<file path="src/rtl/calc_cfg_pkg.sv">
// ~~~~~~~~~~~~~~~~~~~~~~~~~~~~~~~~~~~~~~~~~~~~~~~~~~~~~~~~~~~~~~~~~~~~~~
// Widths and completion pipeline depths shared by the execution core
// ~~~~~~~~~~~~~~~~~~~~~~~~~~~~~~~~~~~~~~~~~~~~~~~~~~~~~~~~~~~~~~~~~~~~~~

package calc_cfg_pkg;

  // Widest datapath the packet structs can carry
  localparam int DATA_W_MAX = 64;

  localparam int REG_ADDR_W = 5;

  // Completion stages, the last one drives the writeback port
  localparam int PIPE_STAGE_ELS = 4;

  // Stages where fixed-latency results join the completion pipe
  localparam int INT_STAGE = 1;
  localparam int MUL_STAGE = 3;

endpackage

</file>
<file path="src/rtl/calc_pkt_pkg.sv">
// ~~~~~~~~~~~~~~~~~~~~~~~~~~~~~~~~~~~~~~~~~~~~~~~~~~~~~~~~~~~~~~~~~~~~~~
// Operation codes and the dispatch and writeback packets passed
// between the control block and the execution pipes
// ~~~~~~~~~~~~~~~~~~~~~~~~~~~~~~~~~~~~~~~~~~~~~~~~~~~~~~~~~~~~~~~~~~~~~~

package calc_pkt_pkg;
  import calc_cfg_pkg::*;

  typedef enum logic [3:0]
  {
    e_op_add = 4'h0,
    e_op_sub = 4'h1,
    e_op_and = 4'h2,
    e_op_or  = 4'h3,
    e_op_xor = 4'h4,
    e_op_sll = 4'h5,
    e_op_srl = 4'h6,
    e_op_slt = 4'h7,
    e_op_mul = 4'h8,
    e_op_div = 4'h9,
    e_op_rem = 4'ha
  } calc_op_e;

  // Data fields use the low data_width_p bits, upper bits stay zero
  typedef struct packed
  {
    logic                  v;
    calc_op_e              op;
    logic [REG_ADDR_W-1:0] rs1_addr;
    logic [REG_ADDR_W-1:0] rs2_addr;
    logic [REG_ADDR_W-1:0] rd_addr;
    logic [DATA_W_MAX-1:0] rs1;
    logic [DATA_W_MAX-1:0] rs2;
    logic                  rd_w_v;
  } calc_dispatch_pkt_s;

  typedef struct packed
  {
    logic                  rd_w_v;
    logic [REG_ADDR_W-1:0] rd_addr;
    logic [DATA_W_MAX-1:0] rd_data;
  } calc_wb_pkt_s;

endpackage

</file>
<file path="src/rtl/calc_bypass.sv">
// ~~~~~~~~~~~~~~~~~~~~~~~~~~~~~~~~~~~~~~~~~~~~~~~~~~~~~~~~~~~~~~~~~~~~~~
// Operand forwarding from in-flight completion stages into the
// dispatched instruction, youngest producer first
// ~~~~~~~~~~~~~~~~~~~~~~~~~~~~~~~~~~~~~~~~~~~~~~~~~~~~~~~~~~~~~~~~~~~~~~
`timescale 1ns/1ps

module calc_bypass
  import calc_cfg_pkg::*;
  import calc_pkt_pkg::*;
 #(parameter int data_width_p = 32)
 (input calc_dispatch_pkt_s                   dispatch_pkt_i
  , input calc_wb_pkt_s [PIPE_STAGE_ELS-1:0]  comp_stage_i
  , input calc_wb_pkt_s [PIPE_STAGE_ELS-1:0]  comp_next_i
  , output logic [data_width_p-1:0]           rs1_o
  , output logic [data_width_p-1:0]           rs2_o
  );

  logic [1:0][REG_ADDR_W-1:0]   src_addr;
  logic [1:0][data_width_p-1:0] src_data;
  logic [1:0][data_width_p-1:0] bypass_rs;

  assign src_addr = {dispatch_pkt_i.rs2_addr, dispatch_pkt_i.rs1_addr};
  assign src_data = {dispatch_pkt_i.rs2[data_width_p-1:0], dispatch_pkt_i.rs1[data_width_p-1:0]};

  for (genvar s = 0; s < 2; s++)
  begin : src
    logic [PIPE_STAGE_ELS-1:0] match;

    for (genvar i = 0; i < PIPE_STAGE_ELS; i++)
    begin : stage
      assign match[i] = comp_stage_i[i].rd_w_v & (comp_stage_i[i].rd_addr == src_addr[s]);
    end

    // Oldest first so the youngest match is applied last
    always_comb
    begin
      bypass_rs[s] = src_data[s];
      for (int i = PIPE_STAGE_ELS-1; i >= 0; i--)
      begin
        if (match[i])
          bypass_rs[s] = comp_next_i[i].rd_data[data_width_p-1:0];
      end
    end
  end

  assign rs1_o = bypass_rs[0];
  assign rs2_o = bypass_rs[1];

endmodule

</file>
<file path="src/rtl/calc_ctl.sv">
// ~~~~~~~~~~~~~~~~~~~~~~~~~~~~~~~~~~~~~~~~~~~~~~~~~~~~~~~~~~~~~~~~~~~~~~
// Reservation register, completion pipeline and writeback arbitration.
// Fixed-latency results merge into the pipe and long results take the
// writeback port when the last stage has no write
// ~~~~~~~~~~~~~~~~~~~~~~~~~~~~~~~~~~~~~~~~~~~~~~~~~~~~~~~~~~~~~~~~~~~~~~
`timescale 1ns/1ps

module calc_ctl
  import calc_cfg_pkg::*;
  import calc_pkt_pkg::*;
 #(parameter int data_width_p = 32)
 (input                                         clk_i
  , input                                       reset_i

  , input calc_dispatch_pkt_s                   dispatch_pkt_i
  , input [data_width_p-1:0]                    bypass_rs1_i
  , input [data_width_p-1:0]                    bypass_rs2_i
  , output calc_dispatch_pkt_s                  reservation_o

  , output calc_wb_pkt_s [PIPE_STAGE_ELS-1:0]   comp_stage_o
  , output calc_wb_pkt_s [PIPE_STAGE_ELS-1:0]   comp_next_o

  , input [data_width_p-1:0]                    int_data_i
  , input                                       int_v_i
  , input [data_width_p-1:0]                    mul_data_i
  , input                                       mul_v_i

  , input calc_wb_pkt_s                         long_wb_pkt_i
  , input                                       long_v_i
  , output logic                                long_yumi_o

  , output calc_wb_pkt_s                        iwb_pkt_o
  );

  calc_dispatch_pkt_s reservation_n, reservation_r;
  calc_wb_pkt_s [PIPE_STAGE_ELS:0]   comp_stage_n;
  calc_wb_pkt_s [PIPE_STAGE_ELS-1:0] comp_stage_r;
  logic is_long_n;

  // Operands replaced by bypass data and writes to x0 dropped
  always_comb
  begin
    reservation_n                         = dispatch_pkt_i;
    reservation_n.rs1                     = '0;
    reservation_n.rs1[data_width_p-1:0]   = bypass_rs1_i;
    reservation_n.rs2                     = '0;
    reservation_n.rs2[data_width_p-1:0]   = bypass_rs2_i;
    reservation_n.rd_w_v                  = dispatch_pkt_i.v & dispatch_pkt_i.rd_w_v
                                            & (dispatch_pkt_i.rd_addr != '0);
  end

  assign is_long_n = reservation_n.op inside {e_op_div, e_op_rem};

  always_ff @(posedge clk_i)
  begin
    reservation_r <= reservation_n;
    if (reset_i)
    begin
      reservation_r.v      <= 1'b0;
      reservation_r.rd_w_v <= 1'b0;
    end
  end

  always_comb
  begin
    // Divides write back late, so their entry carries no write
    comp_stage_n[0].rd_w_v  = reservation_n.rd_w_v & ~is_long_n;
    comp_stage_n[0].rd_addr = reservation_n.rd_addr;
    comp_stage_n[0].rd_data = '0;
    for (int i = 1; i <= PIPE_STAGE_ELS; i++)
    begin
      comp_stage_n[i] = comp_stage_r[i-1];
    end
    comp_stage_n[INT_STAGE].rd_data[data_width_p-1:0] |= int_v_i ? int_data_i : '0;
    comp_stage_n[MUL_STAGE].rd_data[data_width_p-1:0] |= mul_v_i ? mul_data_i : '0;
  end

  always_ff @(posedge clk_i)
  begin
    comp_stage_r <= comp_stage_n[PIPE_STAGE_ELS-1:0];
    if (reset_i)
    begin
      for (int i = 0; i < PIPE_STAGE_ELS; i++)
      begin
        comp_stage_r[i].rd_w_v <= 1'b0;
      end
    end
  end

  assign long_yumi_o = long_v_i & ~comp_stage_r[PIPE_STAGE_ELS-1].rd_w_v;
  assign iwb_pkt_o   = long_yumi_o ? long_wb_pkt_i : comp_stage_r[PIPE_STAGE_ELS-1];

  assign reservation_o = reservation_r;
  assign comp_stage_o  = comp_stage_r;
  assign comp_next_o   = comp_stage_n[PIPE_STAGE_ELS:1];

  // ALU and multiplier results never arrive in the same cycle
  assert property (@(posedge clk_i) disable iff (reset_i) !(int_v_i && mul_v_i));

  // A refused late result is held unchanged into the next cycle
  assert property (@(posedge clk_i) disable iff (reset_i)
    long_v_i && !long_yumi_o |=> long_v_i && $stable(long_wb_pkt_i));

endmodule

</file>
<file path="src/rtl/calc_pipe_int.sv">
// ~~~~~~~~~~~~~~~~~~~~~~~~~~~~~~~~~~~~~~~~~~~~~~~~~~~~~~~~~~~~~~~~~~~~~~
// Integer ALU, result ready in the same cycle as the reservation
// ~~~~~~~~~~~~~~~~~~~~~~~~~~~~~~~~~~~~~~~~~~~~~~~~~~~~~~~~~~~~~~~~~~~~~~
`timescale 1ns/1ps

module calc_pipe_int
  import calc_pkt_pkg::*;
 #(parameter int data_width_p = 32)
 (input calc_dispatch_pkt_s          reservation_i
  , output logic [data_width_p-1:0]  data_o
  , output logic                     v_o
  );

  localparam int shamt_w_lp = $clog2(data_width_p);

  wire [data_width_p-1:0] src1 = reservation_i.rs1[data_width_p-1:0];
  wire [data_width_p-1:0] src2 = reservation_i.rs2[data_width_p-1:0];
  wire [shamt_w_lp-1:0]   shamt = src2[shamt_w_lp-1:0];

  logic alu_op;

  always_comb
  begin
    alu_op = 1'b1;
    data_o = '0;
    case (reservation_i.op)
      e_op_add: data_o = src1 + src2;
      e_op_sub: data_o = src1 - src2;
      e_op_and: data_o = src1 & src2;
      e_op_or:  data_o = src1 | src2;
      e_op_xor: data_o = src1 ^ src2;
      e_op_sll: data_o = src1 << shamt;
      e_op_srl: data_o = src1 >> shamt;
      e_op_slt: data_o[0] = ($signed(src1) < $signed(src2));
      // mul, div and rem belong to the other pipes
      default:  alu_op = 1'b0;
    endcase
  end

  assign v_o = reservation_i.v & alu_op;

endmodule

</file>
<file path="src/rtl/calc_pipe_long.sv">
// ~~~~~~~~~~~~~~~~~~~~~~~~~~~~~~~~~~~~~~~~~~~~~~~~~~~~~~~~~~~~~~~~~~~~~~
// Iterative unsigned divide and remainder. One quotient bit per cycle,
// result held until the writeback slot accepts it with yumi
// ~~~~~~~~~~~~~~~~~~~~~~~~~~~~~~~~~~~~~~~~~~~~~~~~~~~~~~~~~~~~~~~~~~~~~~
`timescale 1ns/1ps

module calc_pipe_long
  import calc_cfg_pkg::*;
  import calc_pkt_pkg::*;
 #(parameter int data_width_p = 32)
 (input                          clk_i
  , input                        reset_i
  , input calc_dispatch_pkt_s    reservation_i
  , output logic                 ready_o
  , output calc_wb_pkt_s         wb_pkt_o
  , output logic                 v_o
  , input                        yumi_i
  );

  localparam int cnt_w_lp = $clog2(data_width_p);

  logic start;
  logic busy_r, done_r;
  logic last_iter;
  logic [cnt_w_lp-1:0] cnt_r;
  logic rem_sel_r, rd_w_v_r;
  logic [REG_ADDR_W-1:0] rd_addr_r;
  logic [data_width_p-1:0] divisor_r, quo_r, rem_r;
  logic [data_width_p:0] rem_shift, trial;

  assign start     = reservation_i.v & (reservation_i.op inside {e_op_div, e_op_rem});
  assign last_iter = busy_r & (cnt_r == cnt_w_lp'(data_width_p-1));

  // Trial subtract, a borrow keeps the shifted remainder
  assign rem_shift = {rem_r, quo_r[data_width_p-1]};
  assign trial     = rem_shift - {1'b0, divisor_r};

  always_ff @(posedge clk_i)
  begin
    if (reset_i)
    begin
      busy_r <= 1'b0;
      done_r <= 1'b0;
    end
    else if (start)
      busy_r <= 1'b1;
    else if (last_iter)
    begin
      busy_r <= 1'b0;
      done_r <= 1'b1;
    end
    else if (yumi_i)
      done_r <= 1'b0;
  end

  // A zero divisor never borrows, giving all ones and the dividend back
  always_ff @(posedge clk_i)
  begin
    if (start)
    begin
      divisor_r <= reservation_i.rs2[data_width_p-1:0];
      quo_r     <= reservation_i.rs1[data_width_p-1:0];
      rem_r     <= '0;
      cnt_r     <= '0;
      rem_sel_r <= (reservation_i.op == e_op_rem);
      rd_addr_r <= reservation_i.rd_addr;
      rd_w_v_r  <= reservation_i.rd_w_v;
    end
    else if (busy_r)
    begin
      cnt_r <= cnt_r + 1'b1;
      if (trial[data_width_p])
      begin
        rem_r <= rem_shift[data_width_p-1:0];
        quo_r <= {quo_r[data_width_p-2:0], 1'b0};
      end
      else
      begin
        rem_r <= trial[data_width_p-1:0];
        quo_r <= {quo_r[data_width_p-2:0], 1'b1};
      end
    end
  end

  always_comb
  begin
    wb_pkt_o                            = '0;
    wb_pkt_o.rd_w_v                     = rd_w_v_r;
    wb_pkt_o.rd_addr                    = rd_addr_r;
    wb_pkt_o.rd_data[data_width_p-1:0]  = rem_sel_r ? rem_r : quo_r;
  end

  assign v_o     = done_r;
  assign ready_o = ~busy_r & ~done_r & ~start;

  // A divide only enters when the dispatcher saw the unit ready
  assert property (@(posedge clk_i) disable iff (reset_i) start |-> $past(ready_o));

  assert property (@(posedge clk_i) disable iff (reset_i) yumi_i |-> v_o);

endmodule

</file>
<file path="src/rtl/calc_pipe_mul.sv">
// ~~~~~~~~~~~~~~~~~~~~~~~~~~~~~~~~~~~~~~~~~~~~~~~~~~~~~~~~~~~~~~~~~~~~~~
// Two-stage multiplier returning the low half of the product, two
// cycles after the operation sits in the reservation register
// ~~~~~~~~~~~~~~~~~~~~~~~~~~~~~~~~~~~~~~~~~~~~~~~~~~~~~~~~~~~~~~~~~~~~~~
`timescale 1ns/1ps

module calc_pipe_mul
  import calc_pkt_pkg::*;
 #(parameter int data_width_p = 32)
 (input                              clk_i
  , input                            reset_i
  , input calc_dispatch_pkt_s        reservation_i
  , output logic [data_width_p-1:0]  data_o
  , output logic                     v_o
  );

  logic is_mul;
  logic v1_r, v2_r;
  logic [data_width_p-1:0] a_r, b_r, prod_r;

  assign is_mul = reservation_i.v & (reservation_i.op == e_op_mul);

  always_ff @(posedge clk_i)
  begin
    if (reset_i)
    begin
      v1_r <= 1'b0;
      v2_r <= 1'b0;
    end
    else
    begin
      v1_r <= is_mul;
      v2_r <= v1_r;
    end
  end

  // Low half is the same for signed and unsigned operands
  always_ff @(posedge clk_i)
  begin
    a_r    <= reservation_i.rs1[data_width_p-1:0];
    b_r    <= reservation_i.rs2[data_width_p-1:0];
    prod_r <= $signed(a_r) * $signed(b_r);
  end

  assign data_o = prod_r;
  assign v_o    = v2_r;

  assert property (@(posedge clk_i) disable iff (reset_i) v_o == $past(is_mul, 2));

endmodule

</file>
<file path="src/rtl/calc_top.sv">
// ~~~~~~~~~~~~~~~~~~~~~~~~~~~~~~~~~~~~~~~~~~~~~~~~~~~~~~~~~~~~~~~~~~~~~~
// Execution core top level. Takes decoded instructions with operands
// and returns integer register writes on a single writeback port
// ~~~~~~~~~~~~~~~~~~~~~~~~~~~~~~~~~~~~~~~~~~~~~~~~~~~~~~~~~~~~~~~~~~~~~~
`timescale 1ns/1ps

module calc_top
  import calc_cfg_pkg::*;
  import calc_pkt_pkg::*;
 #(parameter int data_width_p = 32)
 (input                       clk_i
  , input                     reset_i

  , input calc_dispatch_pkt_s dispatch_pkt_i
  , output logic              long_ready_o
  , output calc_wb_pkt_s      iwb_pkt_o
  );

  calc_dispatch_pkt_s reservation;
  calc_wb_pkt_s [PIPE_STAGE_ELS-1:0] comp_stage, comp_next;
  calc_wb_pkt_s long_wb_pkt;

  logic [data_width_p-1:0] bypass_rs1, bypass_rs2;
  logic [data_width_p-1:0] int_data, mul_data;
  logic int_v, mul_v, long_v, long_yumi;

  calc_ctl
   #(.data_width_p(data_width_p))
   ctl
    (.clk_i(clk_i)
     ,.reset_i(reset_i)
     ,.dispatch_pkt_i(dispatch_pkt_i)
     ,.bypass_rs1_i(bypass_rs1)
     ,.bypass_rs2_i(bypass_rs2)
     ,.reservation_o(reservation)
     ,.comp_stage_o(comp_stage)
     ,.comp_next_o(comp_next)
     ,.int_data_i(int_data)
     ,.int_v_i(int_v)
     ,.mul_data_i(mul_data)
     ,.mul_v_i(mul_v)
     ,.long_wb_pkt_i(long_wb_pkt)
     ,.long_v_i(long_v)
     ,.long_yumi_o(long_yumi)
     ,.iwb_pkt_o(iwb_pkt_o)
     );

  calc_bypass
   #(.data_width_p(data_width_p))
   bypass
    (.dispatch_pkt_i(dispatch_pkt_i)
     ,.comp_stage_i(comp_stage)
     ,.comp_next_i(comp_next)
     ,.rs1_o(bypass_rs1)
     ,.rs2_o(bypass_rs2)
     );

  // Single cycle ALU
  calc_pipe_int
   #(.data_width_p(data_width_p))
   pipe_int
    (.reservation_i(reservation)
     ,.data_o(int_data)
     ,.v_o(int_v)
     );

  calc_pipe_mul
   #(.data_width_p(data_width_p))
   pipe_mul
    (.clk_i(clk_i)
     ,.reset_i(reset_i)
     ,.reservation_i(reservation)
     ,.data_o(mul_data)
     ,.v_o(mul_v)
     );

  // Divider writes back late through the arbitrated slot
  calc_pipe_long
   #(.data_width_p(data_width_p))
   pipe_long
    (.clk_i(clk_i)
     ,.reset_i(reset_i)
     ,.reservation_i(reservation)
     ,.ready_o(long_ready_o)
     ,.wb_pkt_o(long_wb_pkt)
     ,.v_o(long_v)
     ,.yumi_i(long_yumi)
     );

endmodule

</file>
<file path="config.mk">
export PLATFORM = sky130hd
export DESIGN_NAME = calc_top
export DESIGN_NICKNAME = d
export VERILOG_FILES = /design/src/rtl/calc_cfg_pkg.sv /design/src/rtl/calc_pkt_pkg.sv /design/src/rtl/calc_bypass.sv /design/src/rtl/calc_ctl.sv /design/src/rtl/calc_pipe_int.sv /design/src/rtl/calc_pipe_long.sv /design/src/rtl/calc_pipe_mul.sv /design/src/rtl/calc_top.sv
export SDC_FILE = /design/constraint.sdc
export NUM_CORES = 2
export LEC_CHECK = 0
export ABC_AREA = 1
export BUFFER_PORTS_ARGS = -buffer_cell sky130_fd_sc_hd__buf_2
export CAP_MARGIN = 20
export CORE_AREA = 4 4 348 350
export CTS_CLUSTER_SIZE = 8
export DETAILED_ROUTE_END_ITERATION = 8
export DIE_AREA = 0 0 352 354
export MAX_ROUTING_LAYER = met4
export PLACE_DENSITY = 0.7
export RECOVER_POWER = 100
export SLEW_MARGIN = 0
export SYNTH_ARGS = -nofsm -noshare
export SYNTH_HDL_FRONTEND = slang
export SYNTH_HIERARCHICAL = 1
export SYNTH_SLANG_ARGS = --single-unit
</file>
<file path="constraint.sdc">
create_clock -name clk_i -period 13.26 [get_ports clk_i]
set_input_delay 0.663 -clock clk_i [delete_from_list [all_inputs] [get_ports clk_i]]
set_output_delay 0.663 -clock clk_i [all_outputs]
set_load 0.02 [all_outputs]
</file>
# Word-level counts from Yosys, hierarchy flattened
# Index checks and enable logic that the tools add are counted.
[totals] ram_bits=0 word_cells=118 n_memories=0 output_inout_bits=71 mem_bits_ro=0 regBits=398 input_bits=151 latch_bits=0
[op_classes] magnitude_cmp=1 n_mul=1 add_sub_neg=4 n_eq_ne=21 div=0 n_shift=2 mux=23 bitwise=27 n_reduce_logical=9
[op_table] cell="two-way mux 32 bit" count=14
[op_table] cell="case mux 31 bit (7 select lines)" count=1
[op_table] cell="two-way mux 70 bit" count=1
[op_table] cell="OR 32 bit" count=2
[op_table] cell="equality test 5 bit" count=8
[op_table] cell="subtractor 33 x 32 -> 33 bit" count=1
[op_table] cell="adder 32 bit" count=1
[op_table] cell="AND 32 bit" count=1
[op_table] cell="less-than comparator 32 bit" count=1
[op_table] cell="multiplier 32 x 32 -> 32 bit" count=1
[op_table] cell="<< shifter 32 x 5 -> 32 bit" count=1
[op_table] cell="right shift 32 x 5 -> 32 bit" count=1
[op_table] cell="subtractor 32 bit" count=1
[op_table] cell="XOR 32 bit" count=1
[op_table] cell="equality test 4 bit, second input constant" count=5
[op_table] cell="AND 1 bit" count=18
[op_table] cell="equality test 4 x 3 -> 1 bit, second input constant" count=4
[op_table] cell="nonzero test 2 bit" count=5
[op_table] cell="equality test 4 x 2 -> 1 bit, second input constant" count=2
[op_table] cell="case mux 1 bit (8 select lines)" count=1
[op_table] cell="OR reduction 8 bit" count=1
[op_table] cell="two-way mux 1 bit" count=6
[op_table] cell="adder 5 x 1 -> 5 bit, second input constant" count=1
[op_table] cell="equality test 5 bit, second input constant" count=1
[op_table] cell="other kinds (5)" count=9

# Logic depth before layout (Yosys ltp)
[depth] word_depth=6 ltp_mapped=32 depth_no_buf=30

# By module
# The synthesis kept the hierarchy.
[modules_own_cells] mod="calc_pipe_mul" instances=1 seq_area_each_um2=1961.9 area_each_um2=19466.2 cells_each=2496
[modules_own_cells] mod="calc_pipe_int" instances=1 seq_area_each_um2=0.0 area_each_um2=9963.3 cells_each=2033
[modules_own_cells] mod="calc_ctl" instances=1 seq_area_each_um2=4003.8 area_each_um2=9846.9 cells_each=1114
[modules_own_cells] mod="calc_pipe_long" instances=1 seq_area_each_um2=2912.8 area_each_um2=7793.7 cells_each=1130
[modules_own_cells] mod="calc_bypass" instances=1 seq_area_each_um2=0.0 area_each_um2=4408.0 cells_each=1021

# Least setup slack after synthesis
# OpenSTA, ideal clock, no wires.
[synth_timing] path_type="register to register" start="register pipe_mul.b_r[2]" end="register pipe_mul.prod_r[31], in the netlist pipe_mul/data_o[31]" path_buffers=2 arrival_ns=6.228 period_less_slack_ns=6.340 path_slack_ns=6.920 setup_ns=0.112 path_stages_with_launch=24 required_time_ns=13.148 path_cell_list="dfxtp_1 clkbuf_1 buf_1 nand2_1 fa_1 inv_1 fa_1 inv_1 fa_1 fa_1 inv_1 fa_1 fa_1 fa_1 fa_1 ha_1 a21oi_1 o21ai_0 a211oi_1 o21ai_0 nor2_1 inv_1 nand3_1 nand2_1"
[synth_via] elab_chain_cells=1
[synth_lines] element="from (decl)" line_no="calc_pipe_mul.sv:19" source="logic [data_width_p-1:0] a_r, b_r, prod_r;"
[synth_lines] element="from (signal assigned)" line_no="calc_pipe_mul.sv:41" source="b_r <= reservation_i.rs2[data_width_p-1:0];"
[synth_lines] element="multiplier 32 x 32 -> 32 bit" line_no="calc_pipe_mul.sv:42" source="prod_r <= $signed(a_r) * $signed(b_r);"
[synth_lines] element="to (signal assigned)" line_no="calc_pipe_mul.sv:42"
[synth_lines] element="to (decl)" line_no="calc_pipe_mul.sv:19"
# Every way passes these cells.
# A chain may end at the register's enable or synchronous reset.

# Worst setup path in the final report
[layout_timing] start="register pipe_mul.a_r[0]" end="register pipe_mul.prod_r[23], in the netlist pipe_mul/data_o[23]"
[layout_via] elab_chain_cells=1
[layout_lines] element="from (decl)" line_no="calc_pipe_mul.sv:19"
[layout_lines] element="from (signal assigned)" line_no="calc_pipe_mul.sv:40" source="a_r <= reservation_i.rs1[data_width_p-1:0];"
[layout_lines] element="multiplier 32 x 32 -> 32 bit" line_no="calc_pipe_mul.sv:42"
# Every way passes these cells.

==> impl_metrics.json <==
{
  "outcome": "complete, but fails checks",
  "violations": "capacitance limit, slew limit",
  "rsz0062_at_grt": "false",
  "detail_route.wl_per_cell_microns": 20.1,
  "grt_pass1_wl_mm": 262,
  "drive_gt1_frac": 0.0452,
  "drc": 0,
  "fin_tns_setup_ns": 0,
  "gp_congestion": 1.04,
  "layout_setup_ws_ns": 5.23,
  "fp-row-count": 126,
  "drv_cap": 11,
  "worst_slew_pin_slew_ns": 4.76,
  "grt_usage": 0.281,
  "power_switching_mw": 8.52,
  "htree_levels": 2,
  "grt_pass1_vias": 43600,
  "cp.required_ns": 13.78,
  "slew_headroom": -2.17,
  "dp_hpwl_mm": 135,
  "clockRootBuffer": "clkbuf_16",
  "r2r-end": "pipe_mul/data_o[23]",
  "detail-route-antenna-nets": 0,
  "multi_input_area_sq_mm": 0.0301,
  "coreArea_sq_mm": 0.118,
  "setup_viol": 0,
  "clkSlewWorstSetupHoldPaths_ns": 0.06,
  "power_frac_seq": 0.108,
  "timing.final.crit_share": 0.606,
  "critical_path_class": "reg -> reg",
  "switching_share": 0.554,
  "syn_area_sq_mm": 0.0480,
  "r2r_start": "pipe_mul/a_r[0]",
  "cts-resized-gates": 0,
  "drt_iter0_markers": 4495,
  "die-area_sq_mm": 0.125,
  "cts_tree": "done",
  "clock_path_buffers": 3,
  "internal-power_mw": 6.85,
  "ios": 222,
  "reg2regPathDepth": 27,
  "arrival_ns": 8.55,
  "layout.nets": 8020,
  "ys_warn_count": 6,
  "floorplan.initialDensity": 0.407,
  "fp.dieH_microns": 354,
  "fin_crit_ns": 8.03,
  "fmax_ghz": 0.125,
  "overflow": 0,
  "fin_util": 0.423,
  "grt_max_degree": 105,
  "pre_cts_ws_ns": 5.97,
  "peakVddDrop_mv": 0.947,
  "clockPowerShare": 0.092,
  "pwr-share-comb": 0.800,
  "slew_viol_final": 624,
  "port_buffers": 125,
  "endpoint": "pipe_mul/data_o[23]",
  "die_w_microns": 352,
  "worstPathMaxFanout": 32,
  "vias": 45000,
  "worst_hold_path_type": "in -> reg",
  "syn_inst": 7343,
  "numClockSinks": 398,
  "dr.pass1.iters": 6,
  "cts_hold_buf": 0,
  "cts_setup_buffers": 0,
  "syn-mean-instance-area_sq_um": 6.53,
  "clk_latency_ns": 0.64,
  "p_per_area_mw_per_mm2": 308,
  "leakagePower_nw": 28.7,
  "crit_path_end_kind": "flip-flop",
  "rrSetupSlack_ns": 5.23,
  "antenna_found_initial": 10,
  "finalHoldViolCount": 0,
  "crit_path_start": "pipe_mul/a_r[0]",
  "drt-total-wl_mm": 175,
  "cts_buffers": 57,
  "clock_skew_ns": 0.0413,
  "startpoint_type": "flip-flop",
  "fillers": 12400,
  "syn2layout_area_growth_pct": 3.93,
  "viasPerCell": 5.16,
  "seq_area_sq_mm": 0.00868
}
[critical path, cell delays in order (launching register included)]
cell and delay [ns]:
dfxtp_1 0.30, clkbuf_1 1.70, nand2_1 0.20, fa_1 0.59
inv_1 0.05, fa_1 0.38, fa_1 0.50, inv_1 0.05
fa_1 0.47, inv_1 0.04, ha_1 0.27, ha_1 0.29
fa_1 0.49, inv_1 0.06, fa_1 0.50, inv_1 0.05
ha_1 0.37, nand2_1 0.09, inv_1 0.11, nand2_1 0.13
nor3_1 0.35, a21oi_2 0.12, o21ai_0 0.32, nand2_1 0.10
nand2_1 0.10, nand2_1 0.10, nand3_1 0.10, nand2_1 0.06
[cell type report]
cell class | instances | area share
Sequential cell | 398 | 0.174
Timing Repair Buffer | 214 | 0.0234
Inverter | 1665 | 0.125
Clock buffer | 84 | 0.0312
Clock inverter | 5 | 0.00253
Multi-Input combinational cell | 4829 | 0.604
Tap cell | 1536 | 0.0385
Antenna cell | 5 | 0.000251
[flip-flops by register name (all words and copies together), names as in the netlist, 32 cells and up]
signal and count:
ctl/comp_next_o 88, ctl/comp_stage_o 32, ctl/reservation_o 70, pipe_long/divisor_r 32
pipe_long/quo_r 32, pipe_long/rem_r 32, pipe_mul/a_r 32, pipe_mul/b_r 32
pipe_mul/data_o 32
[metrics by stage]
stage | power [mW] | cell area (sq um) | hold WS (ns) | std cells
floorplan | 10.2 | 48100 | 0.332 | 7374
global placement | 13.9 | 48300 | 0.333 | 8638
detailed placement | 13.9 | 48400 | 0.336 | 8640
global route | 16.8 | 49900 | 0.142 | 8734
finish | 15.4 | 49900 | 0.151 | 8736
CTS | 15.5 | 50000 | 0.132 | 8729
[metal layers]
| layer | wire length [microns] | up-vias | part of all wire | track usage |
|---|---|---|---|---|
| met4 | 9340 | 0 | 0.053 | 0.127 |
| met5 | 0 | - | 0 | - |
| met2 | 77800 | 2140 | 0.44 | 0.439 |
| met3 | 16600 | 422 | 0.095 | 0.0505 |
| met1 | 71400 | 21200 | 0.41 | 0.357 |
| li1 | - | 21200 | - | - |
[how the worst min path moves through the flow]
stage | start | endpoint | depth (start not counted)
floorplan | ctl/comp_next_o[134] | ctl/comp_next_o[204] | 0
global placement | ctl/comp_next_o[95] | ctl/comp_stage_o[165] | 0
detailed placement | ctl/comp_next_o[87] | ctl/comp_stage_o[157] | 0
CTS | dispatch_pkt_i[130] | ctl/comp_next_o[65] | 1
global route | dispatch_pkt_i[130] | ctl/comp_next_o[65] | 1
finish | dispatch_pkt_i[130] | ctl/comp_next_o[65] | 1
[layout by cell type (no fill, tap or decap), types with 5 or more instances in the layout]
cell type / count
nor3_1: 31
dfxtp_1: 325
xor2_1: 38
a21o_1: 35
nor2_1: 434
inv_2: 32
a31oi_1: 5
o21ai_0: 149
clkbuf_16: 57
xnor2_1: 30
nor4_1: 5
ha_1: 293
o221ai_1: 5
conb_1: 32
o211ai_1: 25
inv_1: 1626
edfxtp_1: 71
fa_1: 411
o21ai_1: 8
nand3b_1: 13
diode_2: 5
and2_1: 18
nand4_1: 28
buf_2: 81
nand3_1: 624
clkbuf_1: 109
nand3_2: 16
nor2_4: 7
nand2_2: 20
buf_4: 44
nand2_1: 2312
o21a_1: 7
o22ai_1: 13
nor2_2: 16
o21bai_1: 11
nand2_4: 18
a21oi_1: 183
[power by group through the flow]
| stage | Combinational, mW | Sequential, mW | Clock, mW |
|---|---|---|---|
| floorplan | 8.64 | 1.56 | 0 |
| global placement | 12.2 | 1.69 | 0 |
| detailed placement | 12.2 | 1.68 | 0 |
| CTS | 12.4 | 1.66 | 1.42 |
| global route | 13.7 | 1.66 | 1.48 |
| finish | 12.3 | 1.67 | 1.41 |
(Power assumes the default switching activity.)
